## src/rtl/vp_config.svh

```systemverilog
`ifndef VP_CONFIG_SVH
`define VP_CONFIG_SVH

// ---------------------------------------------------------------------
// video path sizing
// ---------------------------------------------------------------------

// width of every pixel and line coordinate
// 11 bits cover up to 2047 pixels or lines
`define VP_COORD_W 11

// active pixels per output line
// blank fill pads every line up to this width
`define VP_H_DISP_DEFAULT 1280

// active lines per frame
// nothing in the path depends on it, the crop window limits lines at run time
`define VP_V_DISP_DEFAULT 720

`endif
```

## src/rtl/vp_pkg.sv

```systemverilog
`default_nettype none

`include "vp_config.svh"

package vp_pkg;

    // ---------------------------------------------------------------------
    // pixel formats
    // ---------------------------------------------------------------------

    // stream format at the ports, r[15:11] g[10:5] b[4:0]
    typedef logic [15:0] rgb565_t;

    // internal format, r[23:16] g[15:8] b[7:0]
    typedef logic [23:0] rgb888_t;

    // x or y position inside a frame
    typedef logic [`VP_COORD_W-1:0] coord_t;

    // ---------------------------------------------------------------------
    // filter select
    // ---------------------------------------------------------------------
    typedef logic [1:0] filter_mode_t;

    // 00 and 11 both mean bypass
    localparam filter_mode_t MODE_GAUSS  = 2'b01;
    localparam filter_mode_t MODE_MEDIAN = 2'b10;

    // crop FSM, waits for a frame start before it lets pixels through
    typedef enum logic {
        CUT_WAIT_FRAME,
        CUT_ACTIVE
    } cut_state_e;

endpackage

`default_nettype wire

```

## src/rtl/vp_top.sv

```systemverilog
`default_nettype none

`include "vp_config.svh"

module vp_top #(
    parameter int H_DISP = `VP_H_DISP_DEFAULT
) (
    input  wire                       clk_vpm,
    input  wire                       rst_i,

    // video input, rgb565
    input  wire                       vi_vs_i,
    input  wire                       vi_de_i,
    input  wire vp_pkg::rgb565_t      vi_data_i,

    // run time controls, steady during a frame
    input  wire vp_pkg::filter_mode_t mode_i,
    input  wire vp_pkg::coord_t       start_x_i,
    input  wire vp_pkg::coord_t       start_y_i,
    input  wire vp_pkg::coord_t       end_x_i,
    input  wire vp_pkg::coord_t       end_y_i,

    // processed video, rgb565, 4 cycles behind the input
    output logic                      vp_vs_o,
    output logic                      vp_de_o,
    output vp_pkg::rgb565_t           vp_data_o
);

    logic            cut_vs;
    logic            cut_de;
    vp_pkg::rgb888_t cut_data;

    logic            filt_vs;
    logic            filt_de;
    vp_pkg::rgb888_t filt_data;

    // ---------------------------------------------------------------------
    // input side, unpack and crop (1 cycle)
    // ---------------------------------------------------------------------
    vp_image_cut #(
        .H_DISP(H_DISP)
    ) u_image_cut (
        .clk_vpm  (clk_vpm),
        .rst_i    (rst_i),
        .vs_i     (vi_vs_i),
        .de_i     (vi_de_i),
        .data_i   (vi_data_i),
        .start_x_i(start_x_i),
        .start_y_i(start_y_i),
        .end_x_i  (end_x_i),
        .end_y_i  (end_y_i),
        .vs_o     (cut_vs),
        .de_o     (cut_de),
        .data_o   (cut_data)
    );

    // ---------------------------------------------------------------------
    // processing, three tap line filter (2 cycles)
    // ---------------------------------------------------------------------
    vp_line_filter u_line_filter (
        .clk_vpm(clk_vpm),
        .rst_i  (rst_i),
        .mode_i (mode_i),
        .vs_i   (cut_vs),
        .de_i   (cut_de),
        .data_i (cut_data),
        .vs_o   (filt_vs),
        .de_o   (filt_de),
        .data_o (filt_data)
    );

    // ---------------------------------------------------------------------
    // output side, blank fill and pack (1 cycle)
    // ---------------------------------------------------------------------
    vp_fill_blank #(
        .H_DISP(H_DISP)
    ) u_fill_blank (
        .clk_vpm(clk_vpm),
        .rst_i  (rst_i),
        .vs_i   (filt_vs),
        .de_i   (filt_de),
        .data_i (filt_data),
        .vs_o   (vp_vs_o),
        .de_o   (vp_de_o),
        .data_o (vp_data_o)
    );

endmodule

`default_nettype wire

```

## src/rtl/vp_fill_blank.sv

```systemverilog
`default_nettype none

`include "vp_config.svh"

module vp_fill_blank #(
    parameter int H_DISP = `VP_H_DISP_DEFAULT
) (
    input  wire              clk_vpm,
    input  wire              rst_i,

    // filtered rgb888 stream
    input  wire              vs_i,
    input  wire              de_i,
    input  wire vp_pkg::rgb888_t data_i,

    // full width rgb565 stream, one cycle later
    output logic             vs_o,
    output logic             de_o,
    output vp_pkg::rgb565_t  data_o
);

    // pixels sent so far in this line, real and padding
    vp_pkg::coord_t cnt;
    logic           de_d;
    logic           pad_run;

    // line ended short, keep going with black
    assign pad_run = !de_i && (cnt != '0) && (cnt < H_DISP);

    // ---------------------------------------------------------------------
    // line length counter
    // ---------------------------------------------------------------------
    always_ff @(posedge clk_vpm) begin
        if (rst_i) begin
            cnt  <= '0;
            de_d <= 1'b0;
        end else begin
            de_d <= de_i;
            if (de_i) begin
                // rising de starts a fresh line
                cnt <= de_d ? vp_pkg::coord_t'(cnt + 1'b1) : vp_pkg::coord_t'(1);
            end else if (pad_run) begin
                cnt <= vp_pkg::coord_t'(cnt + 1'b1);
            end else begin
                cnt <= '0;
            end
        end
    end

    // ---------------------------------------------------------------------
    // output and pack
    // ---------------------------------------------------------------------
    always_ff @(posedge clk_vpm) begin
        if (rst_i) begin
            vs_o <= 1'b0;
            de_o <= 1'b0;
        end else begin
            vs_o <= vs_i;
            de_o <= de_i || pad_run;
        end
    end

    // top 5/6/5 bits per channel, black while padding
    always_ff @(posedge clk_vpm) begin
        if (de_i) begin
            data_o <= {data_i[23:19], data_i[15:10], data_i[7:3]};
        end else begin
            data_o <= '0;
        end
    end

    // next line must wait until padding reaches full width
    a_no_de_in_pad : assert property (
        @(posedge clk_vpm) disable iff (rst_i)
        pad_run |=> (!de_i || cnt >= H_DISP)
    ) else $error("input de arrived while padding a line");

endmodule

`default_nettype wire

```

## src/rtl/vp_line_filter.sv

```systemverilog
`default_nettype none

module vp_line_filter (
    input  wire                   clk_vpm,
    input  wire                   rst_i,

    // filter select, held steady over a line
    input  wire vp_pkg::filter_mode_t mode_i,

    // rgb888 stream in
    input  wire                   vs_i,
    input  wire                   de_i,
    input  wire vp_pkg::rgb888_t  data_i,

    // filtered stream, two cycles later
    output logic                  vs_o,
    output logic                  de_o,
    output vp_pkg::rgb888_t       data_o
);

    // pix_d1 is the window center, pix_d2 its left neighbor
    // data_i supplies the right neighbor
    vp_pkg::rgb888_t pix_d1;
    vp_pkg::rgb888_t pix_d2;
    logic            de_d1;
    logic            de_d2;
    logic            vs_d1;
    logic            vs_d2;

    vp_pkg::rgb888_t win_l;
    vp_pkg::rgb888_t win_c;
    vp_pkg::rgb888_t win_r;
    vp_pkg::rgb888_t filt;

    // ---------------------------------------------------------------------
    // per channel kernels
    // ---------------------------------------------------------------------

    // 1-2-1 weighting, result truncated
    function automatic logic [7:0] gauss3(input logic [7:0] l, input logic [7:0] c,
                                          input logic [7:0] r);
        logic [9:0] sum;
        sum = {2'b00, l} + {1'b0, c, 1'b0} + {2'b00, r};
        return sum[9:2];
    endfunction

    // middle value of three
    function automatic logic [7:0] median3(input logic [7:0] l, input logic [7:0] c,
                                           input logic [7:0] r);
        logic [7:0] lo;
        logic [7:0] hi;
        lo = (l < c) ? l : c;
        hi = (l < c) ? c : l;
        if (r < lo) begin
            return lo;
        end else if (r > hi) begin
            return hi;
        end
        return r;
    endfunction

    // ---------------------------------------------------------------------
    // window shift and control delay
    // ---------------------------------------------------------------------
    always_ff @(posedge clk_vpm) begin
        if (rst_i) begin
            de_d1 <= 1'b0;
            de_d2 <= 1'b0;
            vs_d1 <= 1'b0;
            vs_d2 <= 1'b0;
        end else begin
            de_d1 <= de_i;
            de_d2 <= de_d1;
            vs_d1 <= vs_i;
            vs_d2 <= vs_d1;
        end
    end

    always_ff @(posedge clk_vpm) begin
        pix_d1 <= data_i;
        pix_d2 <= pix_d1;
    end

    // edge replication
    // de_d2 low means the center is the first pixel of its line,
    // de_i low means it is the last one
    always_comb begin
        win_c = pix_d1;
        win_l = de_d2 ? pix_d2 : pix_d1;
        win_r = de_i ? data_i : pix_d1;
    end

    // ---------------------------------------------------------------------
    // kernel select
    // ---------------------------------------------------------------------
    always_comb begin
        filt = win_c;
        for (int ch = 0; ch < 3; ch++) begin
            case (mode_i)
                vp_pkg::MODE_GAUSS: begin
                    filt[ch*8 +: 8] = gauss3(win_l[ch*8 +: 8], win_c[ch*8 +: 8],
                                             win_r[ch*8 +: 8]);
                end
                vp_pkg::MODE_MEDIAN: begin
                    filt[ch*8 +: 8] = median3(win_l[ch*8 +: 8], win_c[ch*8 +: 8],
                                              win_r[ch*8 +: 8]);
                end
                // 00 and 11 pass the center through
                default: begin
                    filt[ch*8 +: 8] = win_c[ch*8 +: 8];
                end
            endcase
        end
    end

    // result register, lines up with de_d2
    always_ff @(posedge clk_vpm) begin
        data_o <= filt;
    end

    assign de_o = de_d2;
    assign vs_o = vs_d2;

    // the kernel for the last center is picked one cycle after de falls,
    // so mode has to hold from the first pixel until then
    a_mode_stable : assert property (
        @(posedge clk_vpm) disable iff (rst_i)
        (de_i && de_d1) || (!de_i && de_d1) |-> $stable(mode_i)
    ) else $error("filter mode changed inside a line");

endmodule

`default_nettype wire

```

## src/rtl/vp_image_cut.sv

```systemverilog
`default_nettype none

`include "vp_config.svh"

module vp_image_cut #(
    parameter int H_DISP = `VP_H_DISP_DEFAULT
) (
    input  wire              clk_vpm,
    input  wire              rst_i,

    // incoming rgb565 stream
    input  wire              vs_i,
    input  wire              de_i,
    input  wire vp_pkg::rgb565_t data_i,

    // crop window, start inclusive and end exclusive
    input  wire vp_pkg::coord_t  start_x_i,
    input  wire vp_pkg::coord_t  start_y_i,
    input  wire vp_pkg::coord_t  end_x_i,
    input  wire vp_pkg::coord_t  end_y_i,

    // cropped rgb888 stream, one cycle later
    output logic             vs_o,
    output logic             de_o,
    output vp_pkg::rgb888_t  data_o
);

    vp_pkg::cut_state_e state;
    vp_pkg::coord_t     x_cnt;
    vp_pkg::coord_t     y_cnt;
    logic               de_d;
    logic               in_window;

    // ---------------------------------------------------------------------
    // position tracking
    // ---------------------------------------------------------------------

    // x_cnt is the x of the pixel now on data_i
    // y_cnt restarts on vs and steps on each falling edge of de
    always_ff @(posedge clk_vpm) begin
        if (rst_i) begin
            x_cnt <= '0;
            y_cnt <= '0;
            de_d  <= 1'b0;
            state <= vp_pkg::CUT_WAIT_FRAME;
        end else begin
            de_d <= de_i;
            if (de_i) begin
                x_cnt <= vp_pkg::coord_t'(x_cnt + 1'b1);
            end else begin
                x_cnt <= '0;
            end
            if (vs_i) begin
                y_cnt <= '0;
            end else if (de_d && !de_i) begin
                y_cnt <= vp_pkg::coord_t'(y_cnt + 1'b1);
            end
            // a stream joined mid frame is held off until the next vs
            if (state == vp_pkg::CUT_WAIT_FRAME && vs_i) begin
                state <= vp_pkg::CUT_ACTIVE;
            end
        end
    end

    // window test on the current pixel
    assign in_window = (x_cnt >= start_x_i) && (x_cnt < end_x_i) &&
                       (y_cnt >= start_y_i) && (y_cnt < end_y_i);

    // ---------------------------------------------------------------------
    // output register
    // ---------------------------------------------------------------------
    always_ff @(posedge clk_vpm) begin
        if (rst_i) begin
            vs_o <= 1'b0;
            de_o <= 1'b0;
        end else begin
            vs_o <= vs_i;
            de_o <= de_i && in_window && (state == vp_pkg::CUT_ACTIVE);
        end
    end

    // zero pad each channel into the low bits
    always_ff @(posedge clk_vpm) begin
        data_o <= {data_i[15:11], 3'b000, data_i[10:5], 2'b00, data_i[4:0], 3'b000};
    end

    // line never longer than the display width
    a_line_len : assert property (
        @(posedge clk_vpm) disable iff (rst_i)
        de_i |-> (x_cnt < H_DISP)
    ) else $error("input line longer than H_DISP");

endmodule

`default_nettype wire

```

## config.mk

```make
export PLATFORM = sky130hd
export DESIGN_NAME = vp_top
export DESIGN_NICKNAME = d
export VERILOG_FILES = /design/src/rtl/vp_pkg.sv /design/src/rtl/vp_top.sv /design/src/rtl/vp_fill_blank.sv /design/src/rtl/vp_line_filter.sv /design/src/rtl/vp_image_cut.sv
export VERILOG_INCLUDE_DIRS = /design/src /design/src/rtl
export SDC_FILE = /design/constraint.sdc
export NUM_CORES = 1
export LEC_CHECK = 0
export ABC_CLOCK_PERIOD_IN_PS = 8350
export BUFFER_PORTS_ARGS = -buffer_cell sky130_fd_sc_hd__buf_2
export CORE_ASPECT_RATIO = 0.8
export CORE_UTILIZATION = 60
export DETAILED_ROUTE_END_ITERATION = 10
export PLACE_DENSITY = 0.82
export SETUP_SLACK_MARGIN = 0.2
export SYNTH_ARGS = -nofsm -noshare
export SYNTH_HDL_FRONTEND = slang
export SYNTH_SLANG_ARGS = --single-unit
```

## constraint.sdc

```tcl
create_clock -name clk_vpm -period 8.35 [get_ports clk_vpm]
set_input_delay 1.67 -clock clk_vpm [delete_from_list [all_inputs] [get_ports clk_vpm]]
set_output_delay 1.67 -clock clk_vpm [all_outputs]
set_load 0.03 [all_outputs]
```

==> impl_metrics.yaml, run 1 <==
status:
  outcome: "completed"
route:
  final_antenna_net_count: 0
  aggregate_routed_wire_length_um: 16380
  drt_drc_violations_left: 0
  drt-pass1-iter-count: 5
  via_count: 6130
  drt_iter0_markers: 349
  detail_route.wl_per_cell_um: 14.98
  viasPerCell: 5.608
sta:
  timing.final.max_slew_violations: 0
  tightest_slew_ps: 1283
  finalSetupViolations: 0
  period_share_pct: 55.09
  fin_setup_tns_ps: 0
  finalWorstPathRequiredPeriod_ps: 4600
  unrepaired_setup_endpoints_after_global_routing: "no"
  fin_skew_ps: 6.865
  slew_headroom_pct: 14.31
  report.final.hold_viol_count: 0
  timing.fmax_mhz: 217.4
placed_design:
  placedInstanceArea_um2: 8143
  detailedPlacementHpwl_um: 12070
  gp_routability_congestion: 0.9109
  place.port_buffers: 83
cts:
  cts_tree: "yes"
  cts_resized: 0
  cts.path.max_buffers: 2
  clk-insertion-delay-late_ps: 410
  clock_tree.htree_level_count: 4
  postCtsHoldBufs: 0
  worst_setup_hold_path_clk_slew_ps: 60
  clk_root_buffer_cell: "clkbuf_16"
  cts_sink_count: 124
  cts_inserted_buffers: 17
  cts_setup_buffers: 0
power:
  fin_total_pwr_mw: 1.623
  vdd_ir_drop_max_mv: 0.1514
  power.density_cell_area_nw_per_um2: 187.0
  leakage_nw: 4.069
finish:
  finish.utilization_pct: 70.86
  num-nets-final: 1094
  final_layout_size_suffix_gt1_share_pct: 14.97
  final_design_area_no_fill_um2: 8682
  area_delta_synth_final_pct: 14.54
  antenna_cells_inserted: 0
floorplanning:
  core_um2: 12250
  io_pins: 84
  die_x_um: 127.7
  rows: 36
  dieHeight_um: 102.5
  initial_core_util_pct: 61.87
  die_area_um2: 13090
synthesis:
  synth_area_leader_cell: "dfxtp_1"
  async_reset_ff_share_pct: 0
  synth_seq_cells: 124
  synthFlopType: "dfxtp_1"
  synth.net_count: 1010
  mappedNetlistArea_um2: 7580
  synth_cell_type_count: 55
  synthesis.yosys.warnings: 0
  synth_area_leaders: "dfxtp_1 (33%), ha_1 (17%), fa_1 (4.2%)"
  synth.avg_cell_area_um2: 9.188
  sequential_to_total_area_share_from_yosys_stat_pct: 32.75
  netlist.area_leader.share_pct: 32.75
  number_of_enable_flip_flop_cells_after_synthesis: 0
  synth_cells: 825
hold_path:
  worst_hold_path.endpoint: "u_line_filter.pix_d1[14]$_DFF_P_"
  launch_instance_of_the_worst_min_delay_path: "u_image_cut.data_o[14]$_DFF_P_"
  whs_path_depth: 0
  hold_path.class: "reg2reg"
critical_path:
  cp.required_ps: 8690
  timing.setup.critical_path_class: "reg2reg"
  worst_path_max_delay_cell: "a2111oi_4"
  path_cells: "buf_4 > o21ai_0 > ha_1 > a2111oi_4 > o2bb2ai_4 > nor2_1 > a21oi_1 > ha_1 > nor3_1 > nor3_1 > a2111oi_4 > mux2_2 > o21ai_1"
  crit-reg2reg-capture: "u_line_filter.data_o[21]$_DFF_P_"
  start_kind: "register"
  cp-startpoint: "u_line_filter.de_o$_SDFF_PP0_"
  reg2regPathDepth: 13
  worstSetupEndpointType: "register"
  worst_path_largest_cell_delay_ps: 570
  worst-r2r-setup-slack_ps: 3750
  worstPathMaxFanout: 57
  crit-reg2reg-launch: "u_line_filter.de_o$_SDFF_PP0_"
  critical_path_arrival_ps: 4940
grt:
  antenna_found_initial: 0
  grt_pass1_wl_um: 27010
  grtUsageTotal_pct: 26.40
  grt_overflow_total: 0
  via_count_of_the_first_global_routing_pass: 5806
  grt_max_degree: 58
job:
  cap_viol_max_count: 0
==> critical path: cells and delay by family, from the launching register on <==
| family | cells | cell delay (ps) |
|---|---|---|
| adders and majority gates | 2 | 680 |
| muxes | 1 | 390 |
| and+or+nand+nor | 3 | 750 |
| DFF | 1 | 300 |
| buffers and inverters | 1 | 430 |
| AOI/OAI and AO/OA | 6 | 1920 |
==> cell type report <==
class                      count  area, um^2
tap                          171       214.0
fill                         976        3570
inverter                      72       270.3
clock inverter                14       110.1
clock buffer                  18       429.2
multi-input combinational    609        4746
timing repair buffer          85       430.4
sequential                   124        2482
==> registers in the layout, indices dropped and copies added, names as in the netlist <==
name,cells
u_line_filter.pix_d1,16
u_line_filter.de_o,1
u_fill_blank.de_d,1
u_image_cut.de_d,1
u_fill_blank.cnt,11
u_fill_blank.vs_o,1
u_line_filter.pix_d2,16
u_line_filter.vs_d1,1
u_image_cut.de_o,1
u_image_cut.state,1
u_image_cut.x_cnt,11
u_image_cut.vs_o,1
u_fill_blank.data_o,16
u_line_filter.de_d1,1
u_image_cut.data_o,16
u_line_filter.vs_o,1
u_fill_blank.de_o,1
u_image_cut.y_cnt,11
u_line_filter.data_o,16
==> worst max-delay path by stage <==
stage | to | depth (start not counted)
after global placement | u_line_filter.data_o[21]$_DFF_P_ | 13
after detailed placement | u_line_filter.data_o[21]$_DFF_P_ | 13
after CTS | u_line_filter.data_o[21]$_DFF_P_ | 13
final | u_line_filter.data_o[21]$_DFF_P_ | 13
after global routing | u_line_filter.data_o[21]$_DFF_P_ | 13
after floorplan | u_line_filter.data_o[21]$_DFF_P_ | 17
==> cell usage in the layout, fill, tap and decap left out, drive strengths merged, types with 8 or more instances in the layout <==
cell    instances
inv            78
nand4           9
a21o           17
xor2           25
o211ai         12
o21ai          48
a22oi          12
clkbuf         18
o21a           10
a21oi          39
and2           21
ha            103
dfxtp         124
fa             16
nand3          26
mux2            8
and3           12
mux2i          32
buf            85
nor2           56
nand2          60
nor2b          18
xnor2          10
==> Yosys cell counts, drive strengths merged, types with 3 or more instances <==
cell	instances
o21ai	48
a31oi	3
or3	4
o31a	4
nor2	56
xor2	25
a21boi	5
o211ai	12
inv	72
nand2b	6
a22oi	12
fa	16
xnor2	10
a21oi	39
dfxtp	124
a21o	17
nand2	60
o21a	10
mux2i	32
o311ai	3
o31ai	6
nand3	26
and3	12
clkbuf	15
nor3	6
mux2	8
nor2b	18
nand4	9
o2111ai	4
a2111oi	3
nor4	5
buf	5
a31o	3
and2	21
a211oi	3
ha	103
==> per-stage QoR <==
stage	setup WS, ps	instances	hold slack [ps]
floorplan	4159	825	330.6
global placement	3969	1061	334.5
detailed placement	3798	1061	336.0
CTS	3830	1093	350.6
global route	3456	1093	354.7
finish	3750	1093	350.3
==> metal layers <==
layer / share of wire [%] / wire, um / track usage [%] / vias to the layer above
met2: 45 / 7429 / 43.04 / 177
li1: - / - / - / 3090
met4: 0.97 / 159 / 7.873 / 0
met3: 6.3 / 1029 / 6.487 / 15
met5: 0 / 0 / 0 / -
met1: 47 / 7757 / 35.05 / 2848
==> logic make-up (layout without fill, tap and decap cells) <==
group                      count (synthesis)  after routing  synth area share (%)
buffers and inverters                     92            189                 4.638
and+or+nand+nor                          230            230                 14.96
AOI/OAI and AO/OA                        185            185                 16.97
muxes                                     40             40                 5.414
adders and majority gates                119            119                 21.23
DFF                                      124            124                 32.75
xor gates and xnor gates                  35             35                 4.044
==> report_power, final <==
| part | switching (mW) | internal, mW |
|---|---|---|
| clock network | 0.282 | 0.384 |
| registers | 0.0161 | 0.620 |
| logic | 0.182 | 0.140 |
| total | 0.479 | 1.14 |
(Power assumes the default switching activity.)
==> inputs of run 2 (changes only) <==
Settings changed: ABC_CLOCK_PERIOD_IN_PS 8350 to 4400.
Clock period 8.35 ns to 4.4 ns, I/O delays scaled along.
==> impl_metrics.yaml, run 2 (synthesis gave the netlist of run 1 again) <==
status:
  outcome: "completed"
route:
  drt-pass1-iter-count: 5
  final_antenna_net_count: 0
  drt_iter0_markers: 421
  drt_drc_violations_left: 0
  detail_route.wl_per_cell_um: 15.69
  aggregate_routed_wire_length_um: 17460
  via_count: 6316
  viasPerCell: 5.675
finish:
  final_layout_size_suffix_gt1_share_pct: 17.20
  num-nets-final: 1115
  commonest_non_fill_non_tap_cell_in_the_layout: "dfxtp_1"
  area_delta_synth_final_pct: 17.78
  most-common-layout-cells: "dfxtp_1 (124), ha_1 (103), buf_2 (83)"
  finish.utilization_pct: 72.87
  antenna_cells_inserted: 0
critical_path:
  timing.setup.critical_path_class: "reg2reg"
  worst_path_largest_cell_delay_ps: 430
  crit-reg2reg-launch: "u_line_filter.de_o$_SDFF_PP0_"
  start_kind: "register"
  path_cells: "buf_12 > nand2_1 > o21ai_1 > ha_1 > a2111oi_4 > o2bb2ai_4 > buf_4 > nor2_1 > a21oi_1 > ha_1 > o21ai_1 > a2111oi_4 > a2111oi_4 > buf_4 > mux2_2 > o21ai_1"
  worstSetupEndpointType: "register"
  path_delay_family: "compound AO/OA/AOI/OAI gates"
  worstPathBufferInverterCount: 3
  cp.required_ps: 4740
  critical_path_arrival_ps: 4350
  cp-startpoint: "u_line_filter.de_o$_SDFF_PP0_"
  worst_path_max_delay_cell: "a2111oi_4"
  worstPathMaxFanout: 57
floorplanning:
  initial_core_util_pct: 61.87
  die_x_um: 127.7
  core_um2: 12250
  rows: 36
  dieHeight_um: 102.5
  die_area_um2: 13090
  io_pins: 84
grt:
  grt_max_degree: 58
  antenna_found_initial: 0
  grtUsageTotal_pct: 27.78
  grt_overflow_total: 0
  grt_pass1_wl_um: 28190
  via_count_of_the_first_global_routing_pass: 5957
cts:
  clk_root_buffer_cell: "clkbuf_16"
  cts_tree: "yes"
  cts_inserted_buffers: 17
  worst_setup_hold_path_clk_slew_ps: 60
  cts_sink_count: 124
  cts.path.max_buffers: 2
  postCtsHoldBufs: 0
  clk-insertion-delay-late_ps: 420
  clock_tree.htree_level_count: 4
power:
  leakage_nw: 4.197
  power.density_cell_area_nw_per_um2: 360.8
  vdd_ir_drop_max_mv: 0.3044
sta:
  unrepaired_setup_endpoints_after_global_routing: "yes"
  slew_headroom_pct: 43.05
  fin_skew_ps: 9.220
  finalWorstPathRequiredPeriod_ps: 4009
  timing.final.max_slew_violations: 0
  tightest_slew_ps: 845.3
  timing.fmax_mhz: 249.5
  setup_ws_ps: 391.3
  fin_setup_tns_ps: 0
  report.final.hold_viol_count: 0
  finalSetupViolations: 0
  period_share_pct: 91.11
placed_design:
  gp_routability_congestion: 0.9231
  detailedPlacementHpwl_um: 12510
  place.port_buffers: 83
  dp_slack_ps: 71.60
hold_path:
  launch_instance_of_the_worst_min_delay_path: "u_image_cut.data_o[23]$_DFF_P_"
  hold_path.class: "reg2reg"
job:
  cap_viol_max_count: 0
-- run 2: cell count changes in the layout (fill, tap and decap cells not counted), sizes merged --
cell    delta
buf       +21
bufinv     +2
inv        -4
clkinv     +1
-- run 2: timing repair --
action / 4_1_cts / 5_1_grt
setup endpoints to repair: 5 / 16
pin swaps: 0 / 2
resized for setup: 2 / 10
setup buffers: 0 / 6
-- run 2: path summary, 6_finish.rpt --
| kind | end | slack [ps] | depth (start not counted) |
|---|---|---|---|
| hold reg to reg | u_line_filter.pix_d1[23]$_DFF_P_ | 350 | 0 |
| setup reg to reg | u_line_filter.data_o[21]$_DFF_P_ | 390 | 16 |
| hold / removal | u_line_filter.pix_d1[23]$_DFF_P_ | 350 | 0 |
| setup / recovery | u_line_filter.data_o[21]$_DFF_P_ | 390 | 16 |
-- run 2: cell type report --
class                      instances  area [um^2]
multi-input combinational        609         4773
fill                             925         3324
sequential                       124         2482
timing repair buffer             106        613.1
clock buffer                      18        429.2
inverter                          72        270.3
tap                              171        214.0
clock inverter                    13        145.1
-- run 2: per-stage QoR --
step / power [mW] / cells / hold WS, ps / area [um^2]
final: 3.221 / 1113 / 349.3 / 8927
after global routing: 3.359 / 1113 / 358.4 / 8927
after CTS: 3.190 / 1107 / 347.4 / 8847
after detailed placement: 1.830 / 1076 / 336.9 / 8268
after global placement: 1.806 / 1076 / 334.9 / 8268
after floorplan: 1.676 / 825 / 330.6 / 7580
-- run 2: per-layer routing --
metal	up-vias	part of all wire, %	GRT usage [%]	wire, um
met2	228	46	46.32	8014
met5	-	0	0	0
met1	2940	46	36.41	8077
li1	3114	-	-	-
met4	0	1.9	8.688	330
met3	34	6.0	6.072	1041
-- run 2: power by group --
| part | internal [mW] | leakage, nW | switching (mW) |
|---|---|---|---|
| registers | 1.18 | 1.02 | 0.0294 |
| logic | 0.295 | 2.90 | 0.359 |
| clock network | 0.833 | 0.273 | 0.528 |
